`src/hw/ivec_isa_pkg.sv`:
```
// Packed-SIMD integer unit, instruction set definitions
// Holds the opcode encoding of the eight packed operations and the
// operand types that the datapaths slice into halfwords and bytes
package ivec_isa_pkg;

    // Full operand and result word
    typedef logic [31:0] word_t;

    // One halfword lane of a packed operand
    typedef logic [15:0] half_t;

    // One byte lane of a packed operand
    typedef logic [7:0] byte_t;

    // Opcode encoding of the packed operations
    // Bit pattern matches the existing core decoder, so the values are fixed
    typedef enum logic [2:0] {
        // Low halves of the two signed halfword products
        MUL_LO  = 3'd0,
        // High halves of the two signed halfword products
        MUL_HI  = 3'd1,
        // Sum of both halfword products
        MUL_DOT = 3'd2,
        // Unsigned sum of absolute byte differences
        SAD8    = 3'd3,
        // Low half of a over low half of b
        PACK_H  = 3'd4,
        // Unsigned sum of absolute halfword differences
        SAD16   = 3'd5,
        // Byte permute of a under control of b
        PERM_B  = 3'd6,
        // Low byte of a over low byte of b, upper half zero
        PACK_B  = 3'd7
    } ivec_opcode_e;

endpackage

```
`src/hw/ivec_pipe_pkg.sv`:
```
// Packed-SIMD integer unit, pipeline definitions
// Names the two datapaths, maps each opcode to the datapath that owns it
// and defines the tag that travels with an operation to the consumer
package ivec_pipe_pkg;

    import ivec_isa_pkg::*;

    // Datapath that executes an opcode
    typedef enum logic {
        CLASS_MUL = 1'b0,
        CLASS_SAD = 1'b1
    } ivec_class_e;

    // Operation tag chosen by the issuer and returned with the result
    typedef logic [3:0] tag_t;

    // The three multiply opcodes go to the multiply datapath
    // Everything else is handled by the difference and permute datapath
    function automatic ivec_class_e ivec_class_of(ivec_opcode_e opcode);
        case (opcode)
            MUL_LO, MUL_HI, MUL_DOT: return CLASS_MUL;
            default: return CLASS_SAD;
        endcase
    endfunction

endpackage

```
`src/hw/ivec_stage_if.sv`:
```
// Packed-SIMD integer unit, issue stage bundle
// Carries one issued operation from the top level to both datapaths
// Both datapaths see every operation and decode their own class
`timescale 1ns/100ps

interface ivec_stage_if import ivec_isa_pkg::*, ivec_pipe_pkg::*; ();

    // Operation is present this cycle
    logic         valid;
    ivec_opcode_e opcode;
    // Packed source operands
    word_t        a;
    word_t        b;
    tag_t         tag;

    // Driven by the issue side of the unit
    modport issuer (
        output valid, opcode, a, b, tag
    );

    // Read by each datapath
    modport lane (
        input valid, opcode, a, b, tag
    );

endinterface

```
`src/hw/ivec_lane_if.sv`:
```
// Packed-SIMD integer unit, datapath result bundle
// Carries one finished result and its tag from a datapath to the queue
`timescale 1ns/100ps

interface ivec_lane_if import ivec_isa_pkg::*, ivec_pipe_pkg::*; ();

    // High for one cycle per finished operation
    logic  valid;
    word_t data;
    tag_t  tag;

    // Datapath side
    modport source (
        output valid, data, tag
    );

    // Result queue side
    modport sink (
        input valid, data, tag
    );

endinterface

```
`src/hw/ivec_sad_perm.sv`:
```
// Packed-SIMD integer unit, difference and permute datapath
// Two-stage datapath for SAD8, SAD16, PERM_B, PACK_H and PACK_B
// Stage one forms the absolute differences and the byte moves,
// stage two sums the differences or selects a move and drives the lane
`timescale 1ns/100ps

module ivec_sad_perm import ivec_isa_pkg::*, ivec_pipe_pkg::*; (
    input  logic clk,
    input  logic reset,
    ivec_stage_if.lane   stage,
    ivec_lane_if.source  lane
);

    logic  is_sad;
    byte_t byte_diff [4];
    half_t half_diff [2];
    word_t perm_word;

    // Stage one registers
    logic         s1_valid;
    ivec_opcode_e s1_opcode;
    tag_t         s1_tag;
    byte_t        s1_byte_diff [4];
    half_t        s1_half_diff [2];
    word_t        s1_perm;
    word_t        s1_pack_h;
    half_t        s1_pack_b;

    // Adder trees of stage two, wide enough to hold every carry
    logic [9:0]  sad8_sum;
    logic [16:0] sad16_sum;
    word_t       sad_result;

    // Unsigned absolute difference of two bytes
    function automatic byte_t abs_diff8(byte_t x, byte_t y);
        return (x > y) ? byte_t'(x - y) : byte_t'(y - x);
    endfunction

    // Unsigned absolute difference of two halfwords
    function automatic half_t abs_diff16(half_t x, half_t y);
        return (x > y) ? half_t'(x - y) : half_t'(y - x);
    endfunction

    assign is_sad = stage.valid && (ivec_class_of(stage.opcode) == CLASS_SAD);

    // Per-lane differences and the permute are all formed in the first stage
    always_comb begin
        byte_t sel;
        for (int i = 0; i < 4; i++) begin
            byte_diff[i] = abs_diff8(stage.a[8*i +: 8], stage.b[8*i +: 8]);
            sel = stage.b[8*i +: 8];
            // Bit 7 of a selector byte forces that result byte to zero
            perm_word[8*i +: 8] = sel[7] ? 8'd0 : stage.a[8*sel[1:0] +: 8];
        end
        for (int j = 0; j < 2; j++) begin
            half_diff[j] = abs_diff16(stage.a[16*j +: 16], stage.b[16*j +: 16]);
        end
    end

    always_ff @(posedge clk) begin
        if (reset) begin
            s1_valid <= 1'b0;
        end else begin
            s1_valid <= is_sad;
        end
    end

    always_ff @(posedge clk) begin
        if (is_sad) begin
            s1_opcode    <= stage.opcode;
            s1_tag       <= stage.tag;
            s1_byte_diff <= byte_diff;
            s1_half_diff <= half_diff;
            s1_perm      <= perm_word;
            s1_pack_h    <= {stage.a[15:0], stage.b[15:0]};
            s1_pack_b    <= {stage.a[7:0], stage.b[7:0]};
        end
    end

    // Pairwise byte sums first, then the final add
    assign sad8_sum  = 10'(9'(s1_byte_diff[0] + s1_byte_diff[1]))
                     + 10'(9'(s1_byte_diff[2] + s1_byte_diff[3]));
    assign sad16_sum = 17'(s1_half_diff[0]) + 17'(s1_half_diff[1]);

    always_comb begin
        case (s1_opcode)
            SAD8:    sad_result = {22'd0, sad8_sum};
            SAD16:   sad_result = {15'd0, sad16_sum};
            PERM_B:  sad_result = s1_perm;
            PACK_H:  sad_result = s1_pack_h;
            PACK_B:  sad_result = {16'd0, s1_pack_b};
            default: sad_result = '0;
        endcase
    end

    always_ff @(posedge clk) begin
        if (reset) begin
            lane.valid <= 1'b0;
        end else begin
            lane.valid <= s1_valid;
        end
    end

    always_ff @(posedge clk) begin
        if (s1_valid) begin
            lane.data <= sad_result;
            lane.tag  <= s1_tag;
        end
    end

endmodule

```
`src/flat_wrapper.sv`:
```
// flat-port wrapper written by rule: the top's interface ports become plain ports
module ivec_sad_perm_flat import ivec_isa_pkg::*, ivec_pipe_pkg::*;
  (clk, reset, stage_valid, stage_opcode, stage_a, stage_b, stage_tag, lane_valid, lane_data, lane_tag);
  ivec_stage_if stage_i ();
  ivec_lane_if lane_i ();
  input  logic clk;
  input  logic reset;
  input wire logic [$bits(stage_i.valid)-1:0] stage_valid;
  input wire logic [$bits(stage_i.opcode)-1:0] stage_opcode;
  input wire logic [$bits(stage_i.a)-1:0] stage_a;
  input wire logic [$bits(stage_i.b)-1:0] stage_b;
  input wire logic [$bits(stage_i.tag)-1:0] stage_tag;
  output wire logic [$bits(lane_i.valid)-1:0] lane_valid;
  output wire logic [$bits(lane_i.data)-1:0] lane_data;
  output wire logic [$bits(lane_i.tag)-1:0] lane_tag;
  assign stage_i.valid = stage_valid;
  assign stage_i.opcode = stage_opcode;
  assign stage_i.a = stage_a;
  assign stage_i.b = stage_b;
  assign stage_i.tag = stage_tag;
  assign lane_valid = lane_i.valid;
  assign lane_data = lane_i.data;
  assign lane_tag = lane_i.tag;
  ivec_sad_perm u_core (.clk(clk), .reset(reset), .stage(stage_i), .lane(lane_i));
endmodule
```
`config.mk`:
```
export PLATFORM = sky130hd
export DESIGN_NAME = ivec_sad_perm_flat
export DESIGN_NICKNAME = d
export VERILOG_FILES = /design/src/hw/ivec_isa_pkg.sv /design/src/hw/ivec_pipe_pkg.sv /design/src/hw/ivec_stage_if.sv /design/src/hw/ivec_lane_if.sv /design/src/hw/ivec_sad_perm.sv /design/src/flat_wrapper.sv
export SDC_FILE = /design/constraint.sdc
export NUM_CORES = 1
export LEC_CHECK = 0
export BUFFER_PORTS_ARGS = -buffer_cell sky130_fd_sc_hd__clkbuf_2
export CAP_MARGIN = 5
export CORE_MARGIN = 4
export CORE_UTILIZATION = 28
export CTS_BUF_LIST = sky130_fd_sc_hd__clkbuf_2 sky130_fd_sc_hd__clkbuf_4 sky130_fd_sc_hd__clkbuf_8
export DETAILED_ROUTE_END_ITERATION = 16
export GPL_TIMING_DRIVEN = 0
export SYNTH_ARGS = -nofsm -noshare
export SYNTH_HDL_FRONTEND = slang
export SYNTH_SLANG_ARGS = --single-unit
```
`constraint.sdc`:
```
create_clock -name clk -period 7.5 [get_ports clk]
set_input_delay 0 -clock clk [delete_from_list [all_inputs] [get_ports clk]]
set_output_delay 0 -clock clk [all_outputs]
set_load 0.02 [all_outputs]
```
==> parameters.txt, run 1 <==
Parameter                              Value

Floorplanning
  Initial Utilization ... 0.2847
  Chip Height ... 217.7 um
  I/O pin total ... 111
  Horizontal extent of the die ... 217.7 um
  Site row count ... 76
  Total core area ... 0.04327 sq mm
  Area of the die ... 0.04741 sq mm

Placement
  HPWL after detailed placement ... 30590 um
  Count of port buffers added during placement ... 110
  Final RePlAce weighted congestion ... 0.9505
  Placement-stage worst setup slack ... 3.417 ns

Drt
  Total DRC errors in the routed layout ... 0
  Number of nets with antenna violations after routing ... 0
  Total Routed Length ... 37780 um
  First drt pass iteration count ... 5
  DRC marker count from the first detailed-route iteration ... 653
  Vias ... 9109
  Wire per inst ... 20.04 um
  Via-per-instance ratio ... 4.832

Synthesis
  Distinct cell type count of the synthesized netlist ... 71
  Dominant synthesized flop cell ... edfxtp_1
  Largest cells by area after synthesis ... edfxtp_1 41%, ha_1 9.2%, mux4_2 6.2%, mux2i_1 5.6%, inv_1 4.3%
  EDFF count, synth ... 169
  Post-synthesis cell type with the largest combined area ... edfxtp_1
  Sequential element share of the synthesized area ... 0.4153
  Cells after synthesis ... 1113
  Async set or reset register ratio after synthesis ... 0
  FF+latch count, synth ... 171
  Share of Yosys cell area claimed by the top area cell type ... 0.4120
  Net count of the mapped netlist ... 1303
  Yosys Warn Count ... 0
  Mean cell area of the mapped netlist ... 11.07 sq um
  Area of the mapped netlist ... 0.01232 sq mm

Layout
  Total area of multi-input combinational cells ... 0.006471 sq mm
  Area of all sequential standard cells ... 0.005116 sq mm
  Finished Core Util ... 0.3348
  Layout Area Growth over Synthesis ... 17.61%
  Share of cells above drive strength 1 ... 0.1701
  Number of filler cells placed in the layout ... 4409
  Final net count ... 1476

Clock network
  H-tree depth reported by CTS ... 4
  CTS sink cnt ... 171
  Clk Latency, worst-skew pair ... 0.49 ns
  Max Buffers Root-to-Sink ... 2
  CTS tree ... built
  Worst-path clk slew ... 0.11 ns
  Cell chosen for the clock root ... clkbuf_8
  TritonCTS Buffers ... 17

Power
  Net switching power figure ... 0.001241 W
  Portion of total power attributed to sequential cells ... 0.391
  Clk pwr share ... 0.204
  Sw frac ... 0.3885
  Proportion of power drawn by combinational gates ... 0.405
  Static power due to leakage ... 6.064 nW
  Maximum vdd ir drop ... 0.1133 mV
  Cell area power density ... 220.5 mW/mm^2
  Cell-internal power ... 0.001954 W

Timing
  Final clock skew ... 0.01896 ns
  Fraction of the cycle the final worst path needs ... 0.5632
  # setup viols final ... 0
  Hold Vio Cnt, Final ... 0
  Count of final max-slew check failures ... 0
  RSZ-0062 raised after global routing ... false
  Final critical-path setup slack ... 3.276 ns
  Slew margin rel. ... 0.3487
  Final critical-path required period ... 4.224 ns
  Max frequency ... 0.2367 GHz
  Worst Hold Margin ... 0.02597 ns
  Slew at the pin with the worst max-slew slack ... 0.9524 ns

Global routing
  Total Routing Usage GR ... 0.1583
  Via count of the first global-routing pass ... 9132
  Wire length of the first global-routing pass ... 56290 um
  Pin count of the biggest net entering global routing ... 38
  Overflow after GRT ... 0
  Initial antenna violation count ... 1

Critical path
  Critical path required time ... 7.78 ns
  Crit Path Max Fanout ... 2
  Sort of element at the start of the critical path ... flip-flop
  FF-to-FF setup slack ... 3.28 ns
  Type of the setup path with the least slack ... reg -> reg
  Arrival time at the worst endpoint ... 4.50 ns
  Critical Path Sink Type ... flip-flop

Flow run
  Max-Cap Viols ... 0

Min path
  Worst min-delay path category ... in -> reg

Status
  Outcome ... finished clean
timing repair:
| item | CTS | global route |
|---|---|---|
| gates resized for setup | 0 | 0 |
| hold buffers | 40 | 0 |
| buffers inserted | 0 | 0 |
| hold endpoints to repair | 41 | 0 |
cell usage after synthesis (all sizes together) (24+ instances only):
master  number
a21o        24
nand2       62
nor2        46
and2        36
xnor2       43
ha          91
inv        140
o21ai       53
a21oi       68
fa          25
mux2i       69
edfxtp     169
mux4        34
per-layer routing:
metal	routed length, um	track usage	up-vias	part of all wire
met5	7	0	-	0.00019
met4	907	0.04571	2	0.024
met3	1918	0.02480	45	0.051
met2	17180	0.2496	259	0.45
met1	17770	0.2261	4466	0.47
li1	-	-	4337	-
worst paths after layout:
path                                from                   to  cells after the start
setup / recovery  u_core.s1_byte_diff[9]  u_core.lane.data[9]                     15
setup reg to reg  u_core.s1_byte_diff[9]  u_core.lane.data[9]                     15
hold reg to reg         u_core.s1_tag[2]   u_core.lane.tag[2]                      0
hold / removal               stage_valid  u_core.s1_opcode[1]                      2
through the flow:
| step | std cells | instance area [sq um] | setup TNS, ns | power (W) |
|---|---|---|---|---|
| floorplan | 1113 | 12320 | 0 | 0.002100 |
| detailed placement | 1812 | 13700 | 0 | 0.002517 |
| CTS | 1884 | 14480 | 0 | 0.003186 |
| global placement | 1808 | 13600 | -231.73 | 0.002515 |
| global route | 1884 | 14480 | 0 | 0.003379 |
| finish | 1885 | 14490 | 0 | 0.003195 |
power by group through the flow:
stage          Sequential [W]  Clock [W]  Combinational [W]
4_1_cts               0.00125   0.000665            0.00127
2_1_floorplan         0.00127          0           0.000830
3_3_place_gp          0.00128          0            0.00123
3_5_place_dp          0.00127          0            0.00125
5_1_grt               0.00126   0.000711            0.00141
6_report              0.00125   0.000653            0.00129
flip-flops by register name (all words and copies together), names as in the netlist:
name / flops
u_core.s1_valid: 1
u_core.s1_tag: 4
u_core.s1_byte_diff: 30
u_core.s1_perm: 32
u_core.s1_pack_h: 17
u_core.lane.data: 32
u_core.lane.tag: 4
u_core.s1_half_diff: 32
u_core.s1_opcode: 3
u_core.lane.valid: 1
u_core.s1_pack_b: 15
worst max-delay path, stage by stage, from the launching register on:
cell      delay (ns)
edfxtp_1        0.38
inv_1           0.14
fa_1            0.48
fa_1            0.46
inv_1           0.07
ha_1            0.18
inv_1           0.06
fa_1            0.38
nor2b_1         0.26
o21ai_0         0.14
a21boi_0        0.55
o21ai_0         0.16
nand2b_1        0.14
a21o_1          0.12
a21oi_1         0.14
o32ai_1         0.36
placed cells by master (no fill, tap or decap), types with 24 or more instances in the layout:
| cell | count |
|---|---|
| dlygate4sd3_1 | 40 |
| edfxtp_1 | 169 |
| a21o_1 | 24 |
| ha_1 | 91 |
| nand2_1 | 62 |
| mux4_2 | 34 |
| and2_1 | 36 |
| xnor2_1 | 43 |
| fa_1 | 25 |
| o21ai_0 | 46 |
| inv_1 | 140 |
| clkbuf_2 | 110 |
| a21oi_1 | 68 |
| mux2i_1 | 69 |
| nor2_1 | 46 |
cell families after synthesis:
family / share of synthesized area
DFF: 0.4153
and+or+nand+nor: 0.09326
muxes: 0.1292
xor gates and xnor gates: 0.04551
AOI/OAI and AO/OA: 0.1237
adders and majority gates: 0.1331
buffers and inverters: 0.05993
area by class of cell:
class / instances / share of cell area
Inverter: 140 / 0.03628
Clock inverter: 15 / 0.01062
Buffer: 45 / 0.01468
Tap cell: 585 / 0.05053
Clock buffer: 17 / 0.01615
Sequential cell: 171 / 0.3532
Antenna cell: 1 / 0.0001727
Multi-Input combinational cell: 757 / 0.4467
Timing Repair Buffer: 154 / 0.07169
(Power assumes the default switching activity.)
==> run 2: changes to the inputs <==
==> constraint.sdc (replaced) <==
create_clock -name clk -period 3.55 [get_ports clk]
set_input_delay 0 -clock clk [delete_from_list [all_inputs] [get_ports clk]]
set_output_delay 0 -clock clk [all_outputs]
set_load 0.02 [all_outputs]
==> run 2 against run 1 <==
  * First-iteration DRC count up 24%
  * Worst setup slack worse by 3.2 ns
  * Worst hold slack better by 0.021 ns
  * Fmax up 21%
  * Flip-flop and latch count unchanged
  * Clock-buffer cell count unchanged
  * Clock power up 110%
  * Final cell count up 0.37%
  * Sequential share of layout area down 0.24 points
  * Global-route usage down 0.21 points
==> parameters.txt, run 2 (synthesis gave the netlist of run 1 again) <==
Parameter                              Value

Status
  Outcome ... finished clean (unchanged)

Layout
  Biggest regs ... u_core.lane.data x32, u_core.s1_half_diff x32, u_core.s1_perm x32 (unchanged)
  Layout Area Growth over Synthesis ... 18.41% (was 17.61%)
  Final net count ... 1482 (was 1476)
  Most frequent standard cell in the layout excluding fill and tap cells ... edfxtp_1 (unchanged)
  Post-route cell area ... 0.01458 sq mm (was 0.01449 sq mm)
  Most frequent cells in the layout ... 169 x edfxtp_1, 138 x inv_1, 111 x clkbuf_2, 91 x ha_1, 69 x mux2i_1 (was 169 x edfxtp_1, 140 x inv_1, 110 x clkbuf_2, 91 x ha_1, 69 x mux2i_1)
  Share of cells above drive strength 1 ... 0.1862 (was 0.1701)

Floorplanning
  Area of the die ... 0.04741 sq mm (unchanged)
  Horizontal extent of the die ... 217.7 um (unchanged)
  Initial Utilization ... 0.2847 (unchanged)
  Site row count ... 76 (unchanged)
  I/O pin total ... 111 (unchanged)
  Chip Height ... 217.7 um (unchanged)
  Total core area ... 0.04327 sq mm (unchanged)

Timing
  Fraction of the cycle the final worst path needs ... 0.9862 (was 0.5632)
  Slew margin rel. ... 0.3791 (was 0.3487)
  Final setup TNS ... 0 ns (unchanged)
  Final clock skew ... 0.02167 ns (was 0.01896 ns)
  Max frequency ... 0.2856 GHz (was 0.2367 GHz)
  Final critical-path required period ... 3.501 ns (was 4.224 ns)
  # setup viols final ... 0 (unchanged)
  Hold Vio Cnt, Final ... 0 (unchanged)
  Worst Hold Margin ... 0.04733 ns (was 0.02597 ns)
  RSZ-0062 raised after global routing ... true (was false)
  Count of final max-slew check failures ... 0 (unchanged)
  Slew at the pin with the worst max-slew slack ... 0.9252 ns (was 0.9524 ns)

Placement
  Dpl cell area ... 0.01370 sq mm (unchanged)
  Final RePlAce weighted congestion ... 0.9544 (was 0.9505)
  Count of port buffers added during placement ... 110 (unchanged)
  HPWL after detailed placement ... 30340 um (was 30590 um)

Power
  Sw frac ... 0.3845 (was 0.3885)
  Proportion of power drawn by combinational gates ... 0.423 (was 0.405)
  Total power after layout ... 0.006938 W (was 0.003195 W)
  Maximum vdd ir drop ... 0.2567 mV (was 0.1133 mV)
  Cell area power density ... 475.7 mW/mm^2 (was 220.5 mW/mm^2)
  Static power due to leakage ... 6.106 nW (was 6.064 nW)
  Cell-internal power ... 0.004270 W (was 0.001954 W)
  Net switching power figure ... 0.002668 W (was 0.001241 W)
  Clk pwr share ... 0.196 (was 0.204)
  Portion of total power attributed to sequential cells ... 0.381 (was 0.391)

Critical path
  Dominant delay contributor by cell family on the critical path ... adder cells (unchanged)
  Slowest CP cell ... fa_1 (was a21boi_0)
  Worst-case reg-to-reg path depth ... 15 (unchanged)
  FF-to-FF setup slack ... 0.05 ns (was 3.28 ns)
  Type of the setup path with the least slack ... reg -> reg (unchanged)
  Largest stage delay on the critical path ... 0.51 ns (was 0.55 ns)
  Critical path required time ... 3.76 ns (was 7.78 ns)
  Critical Path Sink Type ... flip-flop (unchanged)
  Capturing element of the worst setup path ... u_core.lane.data[9] (unchanged)
  Crit Path Max Fanout ... 2 (unchanged)
  Sort of element at the start of the critical path ... flip-flop (unchanged)
  Number of buffers and inverters on the critical path ... 3 (unchanged)
  Critical R2R Capture ... u_core.lane.data[9] (unchanged)
  CP Cell Sequence ... inv_2, fa_1, fa_1, inv_1, ha_1, inv_1, fa_2, nor2b_2, o21ai_1, a21boi_2, o21ai_0, nand2b_1, a21o_1, a21oi_2, o32ai_2 (was inv_1, fa_1, fa_1, inv_1, ha_1, inv_1, fa_1, nor2b_1, o21ai_0, a21boi_0, o21ai_0, nand2b_1, a21o_1, a21oi_1, o32ai_1)
  Arrival time at the worst endpoint ... 3.71 ns (was 4.50 ns)
  Launching instance or port of the critical path ... u_core.s1_byte_diff[9] (unchanged)
  R2R Path Start ... u_core.s1_byte_diff[9] (unchanged)
  Stages on worst setup path ... 15 (unchanged)

Global routing
  Initial antenna violation count ... 1 (unchanged)
  Overflow after GRT ... 0 (unchanged)
  Via count of the first global-routing pass ... 9017 (was 9132)
  Pin count of the biggest net entering global routing ... 38 (unchanged)
  Wire length of the first global-routing pass ... 55830 um (was 56290 um)
  Total Routing Usage GR ... 0.1562 (was 0.1583)

Clock network
  Worst-path clk slew ... 0.10 ns (was 0.11 ns)
  H-tree depth reported by CTS ... 4 (unchanged)
  Clk Latency, worst-skew pair ... 0.47 ns (was 0.49 ns)
  Cell chosen for the clock root ... clkbuf_8 (unchanged)
  TritonCTS Buffers ... 17 (unchanged)
  Max Buffers Root-to-Sink ... 2 (unchanged)
  CTS tree ... built (unchanged)
  CTS sink cnt ... 171 (unchanged)

Min path
  Worst min-delay path category ... in -> reg (unchanged)

Drt
  Total Routed Length ... 37610 um (was 37780 um)
  DRC marker count from the first detailed-route iteration ... 812 (was 653)
  Via-per-instance ratio ... 4.846 (was 4.832)
  Wire per inst ... 19.88 um (was 20.04 um)
  Total DRC errors in the routed layout ... 0 (unchanged)
  First drt pass iteration count ... 7 (was 5)
  Number of nets with antenna violations after routing ... 0 (unchanged)
  Vias ... 9169 (was 9109)

Flow run
  Max-Cap Viols ... 0 (unchanged)
[run 2: changes by cell type in the layout (fill, tap and decap cells not counted), moves of 2 or more]
cell,previous run,this run
buf_4,4,10
o21ai_2,0,2
o21ai_0,46,42
inv_2,0,2
clkinv_4,5,1
a21oi_2,0,3
a21oi_1,68,65
fa_2,0,2
o21ai_1,7,9
inv_1,140,138
inv_6,2,6
fa_1,25,23
[run 2: power by group through the flow]
stage	Combinational (W)	Sequential, W	Clock [W]
floorplan	0.00176	0.00267	0
global placement	0.00260	0.00269	0
detailed placement	0.00262	0.00269	0
CTS	0.00284	0.00264	0.00141
global route	0.00322	0.00266	0.00150
finish	0.00293	0.00264	0.00136
[run 2: layout make-up]
| type | count | area [sq um] |
|---|---|---|
| well taps | 585 | 732.0 |
| fillers | 4408 | 28680 |
| clock inverters | 15 | 147.6 |
| repair buffers | 160 | 1084 |
| diodes | 2 | 5.005 |
| inverters | 140 | 525.5 |
| clock buffers | 17 | 234.0 |
| plain buffers | 45 | 214.0 |
| flip-flops and latches | 171 | 5116 |
| multi-input cells | 757 | 6526 |
[run 2: worst min path at each step]
stage                startpoint                   to  slack, ns  cells past startpoint
floorplan                 reset    u_core.lane.valid       0.07                      1
global placement          reset      u_core.s1_valid       0.17                      2
detailed placement        reset      u_core.s1_valid       0.18                      2
CTS                 stage_valid  u_core.s1_opcode[1]       0.02                      2
global route        stage_valid  u_core.s1_opcode[1]       0.02                      2
finish              stage_valid  u_core.s1_opcode[1]       0.05                      2
[run 2: routing by layer]
| metal | GRT usage | vias up | share of wire |
|---|---|---|---|
| met4 | 0.03307 | 0 | 0.015 |
| met1 | 0.2258 | 4493 | 0.46 |
| met2 | 0.2536 | 276 | 0.47 |
| li1 | - | 4369 | - |
| met3 | 0.01853 | 31 | 0.053 |
| met5 | 0 | - | 0 |
[run 2: what timing repair did]
item | CTS | global route
endpoints found under the setup margin | 4 | 7
cloned | 0 | 0
gates resized for setup | 15 | 7
endpoints found under the hold margin | 41 | 0
pin swaps | 5 | 5
buffers inserted | 3 | 3
hold buffers | 40 | 0
[run 2: stage by stage]
| step | utilization | std cells | setup slack [ns] |
|---|---|---|---|
| 6_report | 0.3371 | 1892 | 0.04885 |
| 5_1_grt | 0.3370 | 1890 | -0.1003 |
| 4_1_cts | 0.3361 | 1887 | 0.004122 |
| 3_5_place_dp | 0.3165 | 1812 | -0.4794 |
| 3_3_place_gp | 0.3145 | 1808 | -0.4600 |
| 2_1_floorplan | - | 1113 | 0.2639 |
==> run 3: changes to the inputs <==
--- a/config.mk
+++ b/config.mk
@@ -12,6 +12,7 @@
 export CTS_BUF_LIST = sky130_fd_sc_hd__clkbuf_2 sky130_fd_sc_hd__clkbuf_4 sky130_fd_sc_hd__clkbuf_8
 export DETAILED_ROUTE_END_ITERATION = 16
 export GPL_TIMING_DRIVEN = 0
+export HOLD_SLACK_MARGIN = 0.05
 export SYNTH_ARGS = -nofsm -noshare
 export SYNTH_HDL_FRONTEND = slang
 export SYNTH_SLANG_ARGS = --single-unit
==> run 3 against run 2 <==
  * Sequential power barely moved
  * Final cell count unchanged
  * Sequential share of layout area shrank 0.066 points
  * Clock skew is 0.0019 ns lower
  * Largest cell class unchanged
==> parameters.txt, run 3 (synthesis gave the netlist of run 1 again) <==
Parameter                              Value

Timing
  Max frequency ... 0.2824 GHz (was 0.2856 GHz)
  # setup viols final ... 0 (unchanged)
  Count of final max-slew check failures ... 0 (unchanged)
  Worst Hold Margin ... 0.06328 ns (was 0.04733 ns)
  Final clock skew ... 0.01975 ns (was 0.02167 ns)
  Final critical-path required period ... 3.541 ns (was 3.501 ns)
  Fraction of the cycle the final worst path needs ... 0.9974 (was 0.9862)
  Slew margin rel. ... 0.3935 (was 0.3791)
  Hold Vio Cnt, Final ... 0 (unchanged)
  Slew at the pin with the worst max-slew slack ... 0.9037 ns (was 0.9252 ns)
  RSZ-0062 raised after global routing ... true (unchanged)

Drt
  Via-per-instance ratio ... 4.840 (was 4.846)
  Number of nets with antenna violations after routing ... 0 (unchanged)
  Total DRC errors in the routed layout ... 0 (unchanged)
  DRC marker count from the first detailed-route iteration ... 809 (was 812)
  Total Routed Length ... 37610 um (about the same)
  Wire per inst ... 19.88 um (about the same)
  First drt pass iteration count ... 5 (was 7)
  Vias ... 9157 (was 9169)

Critical path
  Crit Path Max Fanout ... 2 (unchanged)
  Slowest CP cell ... fa_1 (unchanged)
  FF-to-FF setup slack ... 0.009 ns (was 0.05 ns)
  Critical path required time ... 3.77 ns (was 3.76 ns)
  Largest stage delay on the critical path ... 0.58 ns (was 0.51 ns)
  Critical Path Sink Type ... flip-flop (unchanged)
  Type of the setup path with the least slack ... reg -> reg (unchanged)
  Arrival time at the worst endpoint ... 3.76 ns (was 3.71 ns)
  Sort of element at the start of the critical path ... flip-flop (unchanged)
  CP Cell Sequence ... inv_1, fa_1, fa_1, inv_1, ha_1, a21o_1, a21oi_2, o21ai_2, a21oi_2, o21ai_2, xnor2_2, o21ai_1, a221o_1 (was inv_2, fa_1, fa_1, inv_1, ha_1, inv_1, fa_2, nor2b_2, o21ai_1, a21boi_2, o21ai_0, nand2b_1, a21o_1, a21oi_2, o32ai_2)

Clock network
  Cell chosen for the clock root ... clkbuf_8 (unchanged)
  Worst-path clk slew ... 0.10 ns (about the same)
  TritonCTS Buffers ... 17 (unchanged)
  CTS sink cnt ... 171 (unchanged)
  Max Buffers Root-to-Sink ... 2 (unchanged)
  Clk Latency, worst-skew pair ... 0.47 ns (about the same)
  CTS tree ... built (unchanged)
  H-tree depth reported by CTS ... 4 (unchanged)

Min path
  Worst min-delay path category ... in -> reg (unchanged)

Global routing
  Total Routing Usage GR ... 0.1562 (about the same)
  Via count of the first global-routing pass ... 9026 (was 9017)
  Overflow after GRT ... 0 (unchanged)
  Wire length of the first global-routing pass ... 55860 um (was 55830 um)
  Initial antenna violation count ... 1 (unchanged)
  Pin count of the biggest net entering global routing ... 38 (unchanged)

Floorplanning
  Chip Height ... 217.7 um (unchanged)
  Total core area ... 0.04327 sq mm (unchanged)
  Area of the die ... 0.04741 sq mm (unchanged)
  Initial Utilization ... 0.2847 (unchanged)
  Horizontal extent of the die ... 217.7 um (unchanged)
  Site row count ... 76 (unchanged)
  I/O pin total ... 111 (unchanged)

Layout
  Share of cells above drive strength 1 ... 0.1884 (was 0.1862)
  Most frequent standard cell in the layout excluding fill and tap cells ... edfxtp_1 (unchanged)
  Most frequent cells in the layout ... 169 x edfxtp_1, 137 x inv_1, 111 x clkbuf_2, 90 x ha_1, 69 x mux2i_1 (was 169 x edfxtp_1, 138 x inv_1, 111 x clkbuf_2, 91 x ha_1, 69 x mux2i_1)
  Final net count ... 1483 (was 1482)
  Biggest regs ... u_core.lane.data x32, u_core.s1_half_diff x32, u_core.s1_perm x32 (unchanged)
  Layout Area Growth over Synthesis ... 18.63% (was 18.41%)

Power
  Static power due to leakage ... 6.113 nW (was 6.106 nW)
  Maximum vdd ir drop ... 0.2578 mV (was 0.2567 mV)
  Cell-internal power ... 0.004289 W (was 0.004270 W)
  Sw frac ... 0.3860 (was 0.3845)
  Portion of total power attributed to sequential cells ... 0.378 (was 0.381)
  Total power after layout ... 0.006984 W (was 0.006938 W)
  Clk pwr share ... 0.195 (was 0.196)
  Cell area power density ... 478.0 mW/mm^2 (was 475.7 mW/mm^2)
  Net switching power figure ... 0.002696 W (was 0.002668 W)
  Proportion of power drawn by combinational gates ... 0.426 (was 0.423)

Flow run
  Max-Cap Viols ... 0 (unchanged)

Placement
  Count of port buffers added during placement ... 110 (unchanged)
  Final RePlAce weighted congestion ... 0.9544 (unchanged)
  HPWL after detailed placement ... 30340 um (unchanged)

Status
  Outcome ... finished clean (unchanged)
## run 3: final timing paths
| kind | end | from | cells past startpoint |
|---|---|---|---|
| worst max-delay path | u_core.lane.data[8] | u_core.s1_byte_diff[18] | 13 |
| worst min-delay path | u_core.s1_perm[28] | stage_b[31] | 3 |
| worst max register to register | u_core.lane.data[8] | u_core.s1_byte_diff[18] | 13 |
| worst min register to register | u_core.lane.tag[2] | u_core.s1_tag[2] | 0 |
## run 3: worst max-delay path, delay by kind of cell (launching register included)
| kind | cells | cell delay, ns |
|---|---|---|
| flops | 1 | 0.38 |
| xor+xnor | 1 | 0.23 |
| compound gates | 7 | 1.20 |
| fa+ha+maj | 3 | 1.31 |
| buf+inv | 2 | 0.15 |
## run 3: repair_timing
item                       4_1_cts  5_1_grt
buffers inserted                 3        3
pin swaps                        5       15
resized for setup               15       12
hold endpoints to repair        62        0
setup endpoints to repair        4       12
hold buffers                    42        0
## run 3: per-stage QoR
| stage | instances | instance area [sq um] | util | worst slack, ns | TNS, ns |
|---|---|---|---|---|---|
| after global routing | 1891 | 14610 | 0.3377 | -0.1144 | -0.1215 |
| after detailed placement | 1812 | 13700 | 0.3165 | -0.4794 | -2.127 |
| final | 1892 | 14610 | 0.3377 | 0.009336 | 0 |
| after global placement | 1808 | 13610 | 0.3145 | -0.4600 | -2.181 |
| after floorplan | 1113 | 12320 | - | 0.2639 | 0 |
| after CTS | 1889 | 14560 | 0.3366 | 0.004122 | 0 |
## run 3: area by class of cell
type / count / area [sq um]
repair buffers: 162 / 1104
diodes: 1 / 2.502
fillers: 4408 / 28660
inverters: 140 / 525.5
clock buffers: 17 / 234.0
multi-input cells: 757 / 6540
clock inverters: 15 / 147.6
flip-flops and latches: 171 / 5116
plain buffers: 44 / 210.2
well taps: 585 / 732.0
## run 3: power groups by stage
stage | Combinational [W] | Sequential, W | Clock, W
floorplan | 0.00176 | 0.00267 | 0
global placement | 0.00260 | 0.00269 | 0
detailed placement | 0.00262 | 0.00269 | 0
CTS | 0.00284 | 0.00264 | 0.00141
global route | 0.00325 | 0.00266 | 0.00150
finish | 0.00298 | 0.00264 | 0.00137
## run 3: per-layer routing
layer / up-vias / wire, um / GRT usage
met4: 0 / 485 / 0.03118
met2: 287 / 17660 / 0.2547
met5: - / 0 / 0
met1: 4477 / 17320 / 0.2258
li1: 4363 / - / -
met3: 30 / 2152 / 0.01839
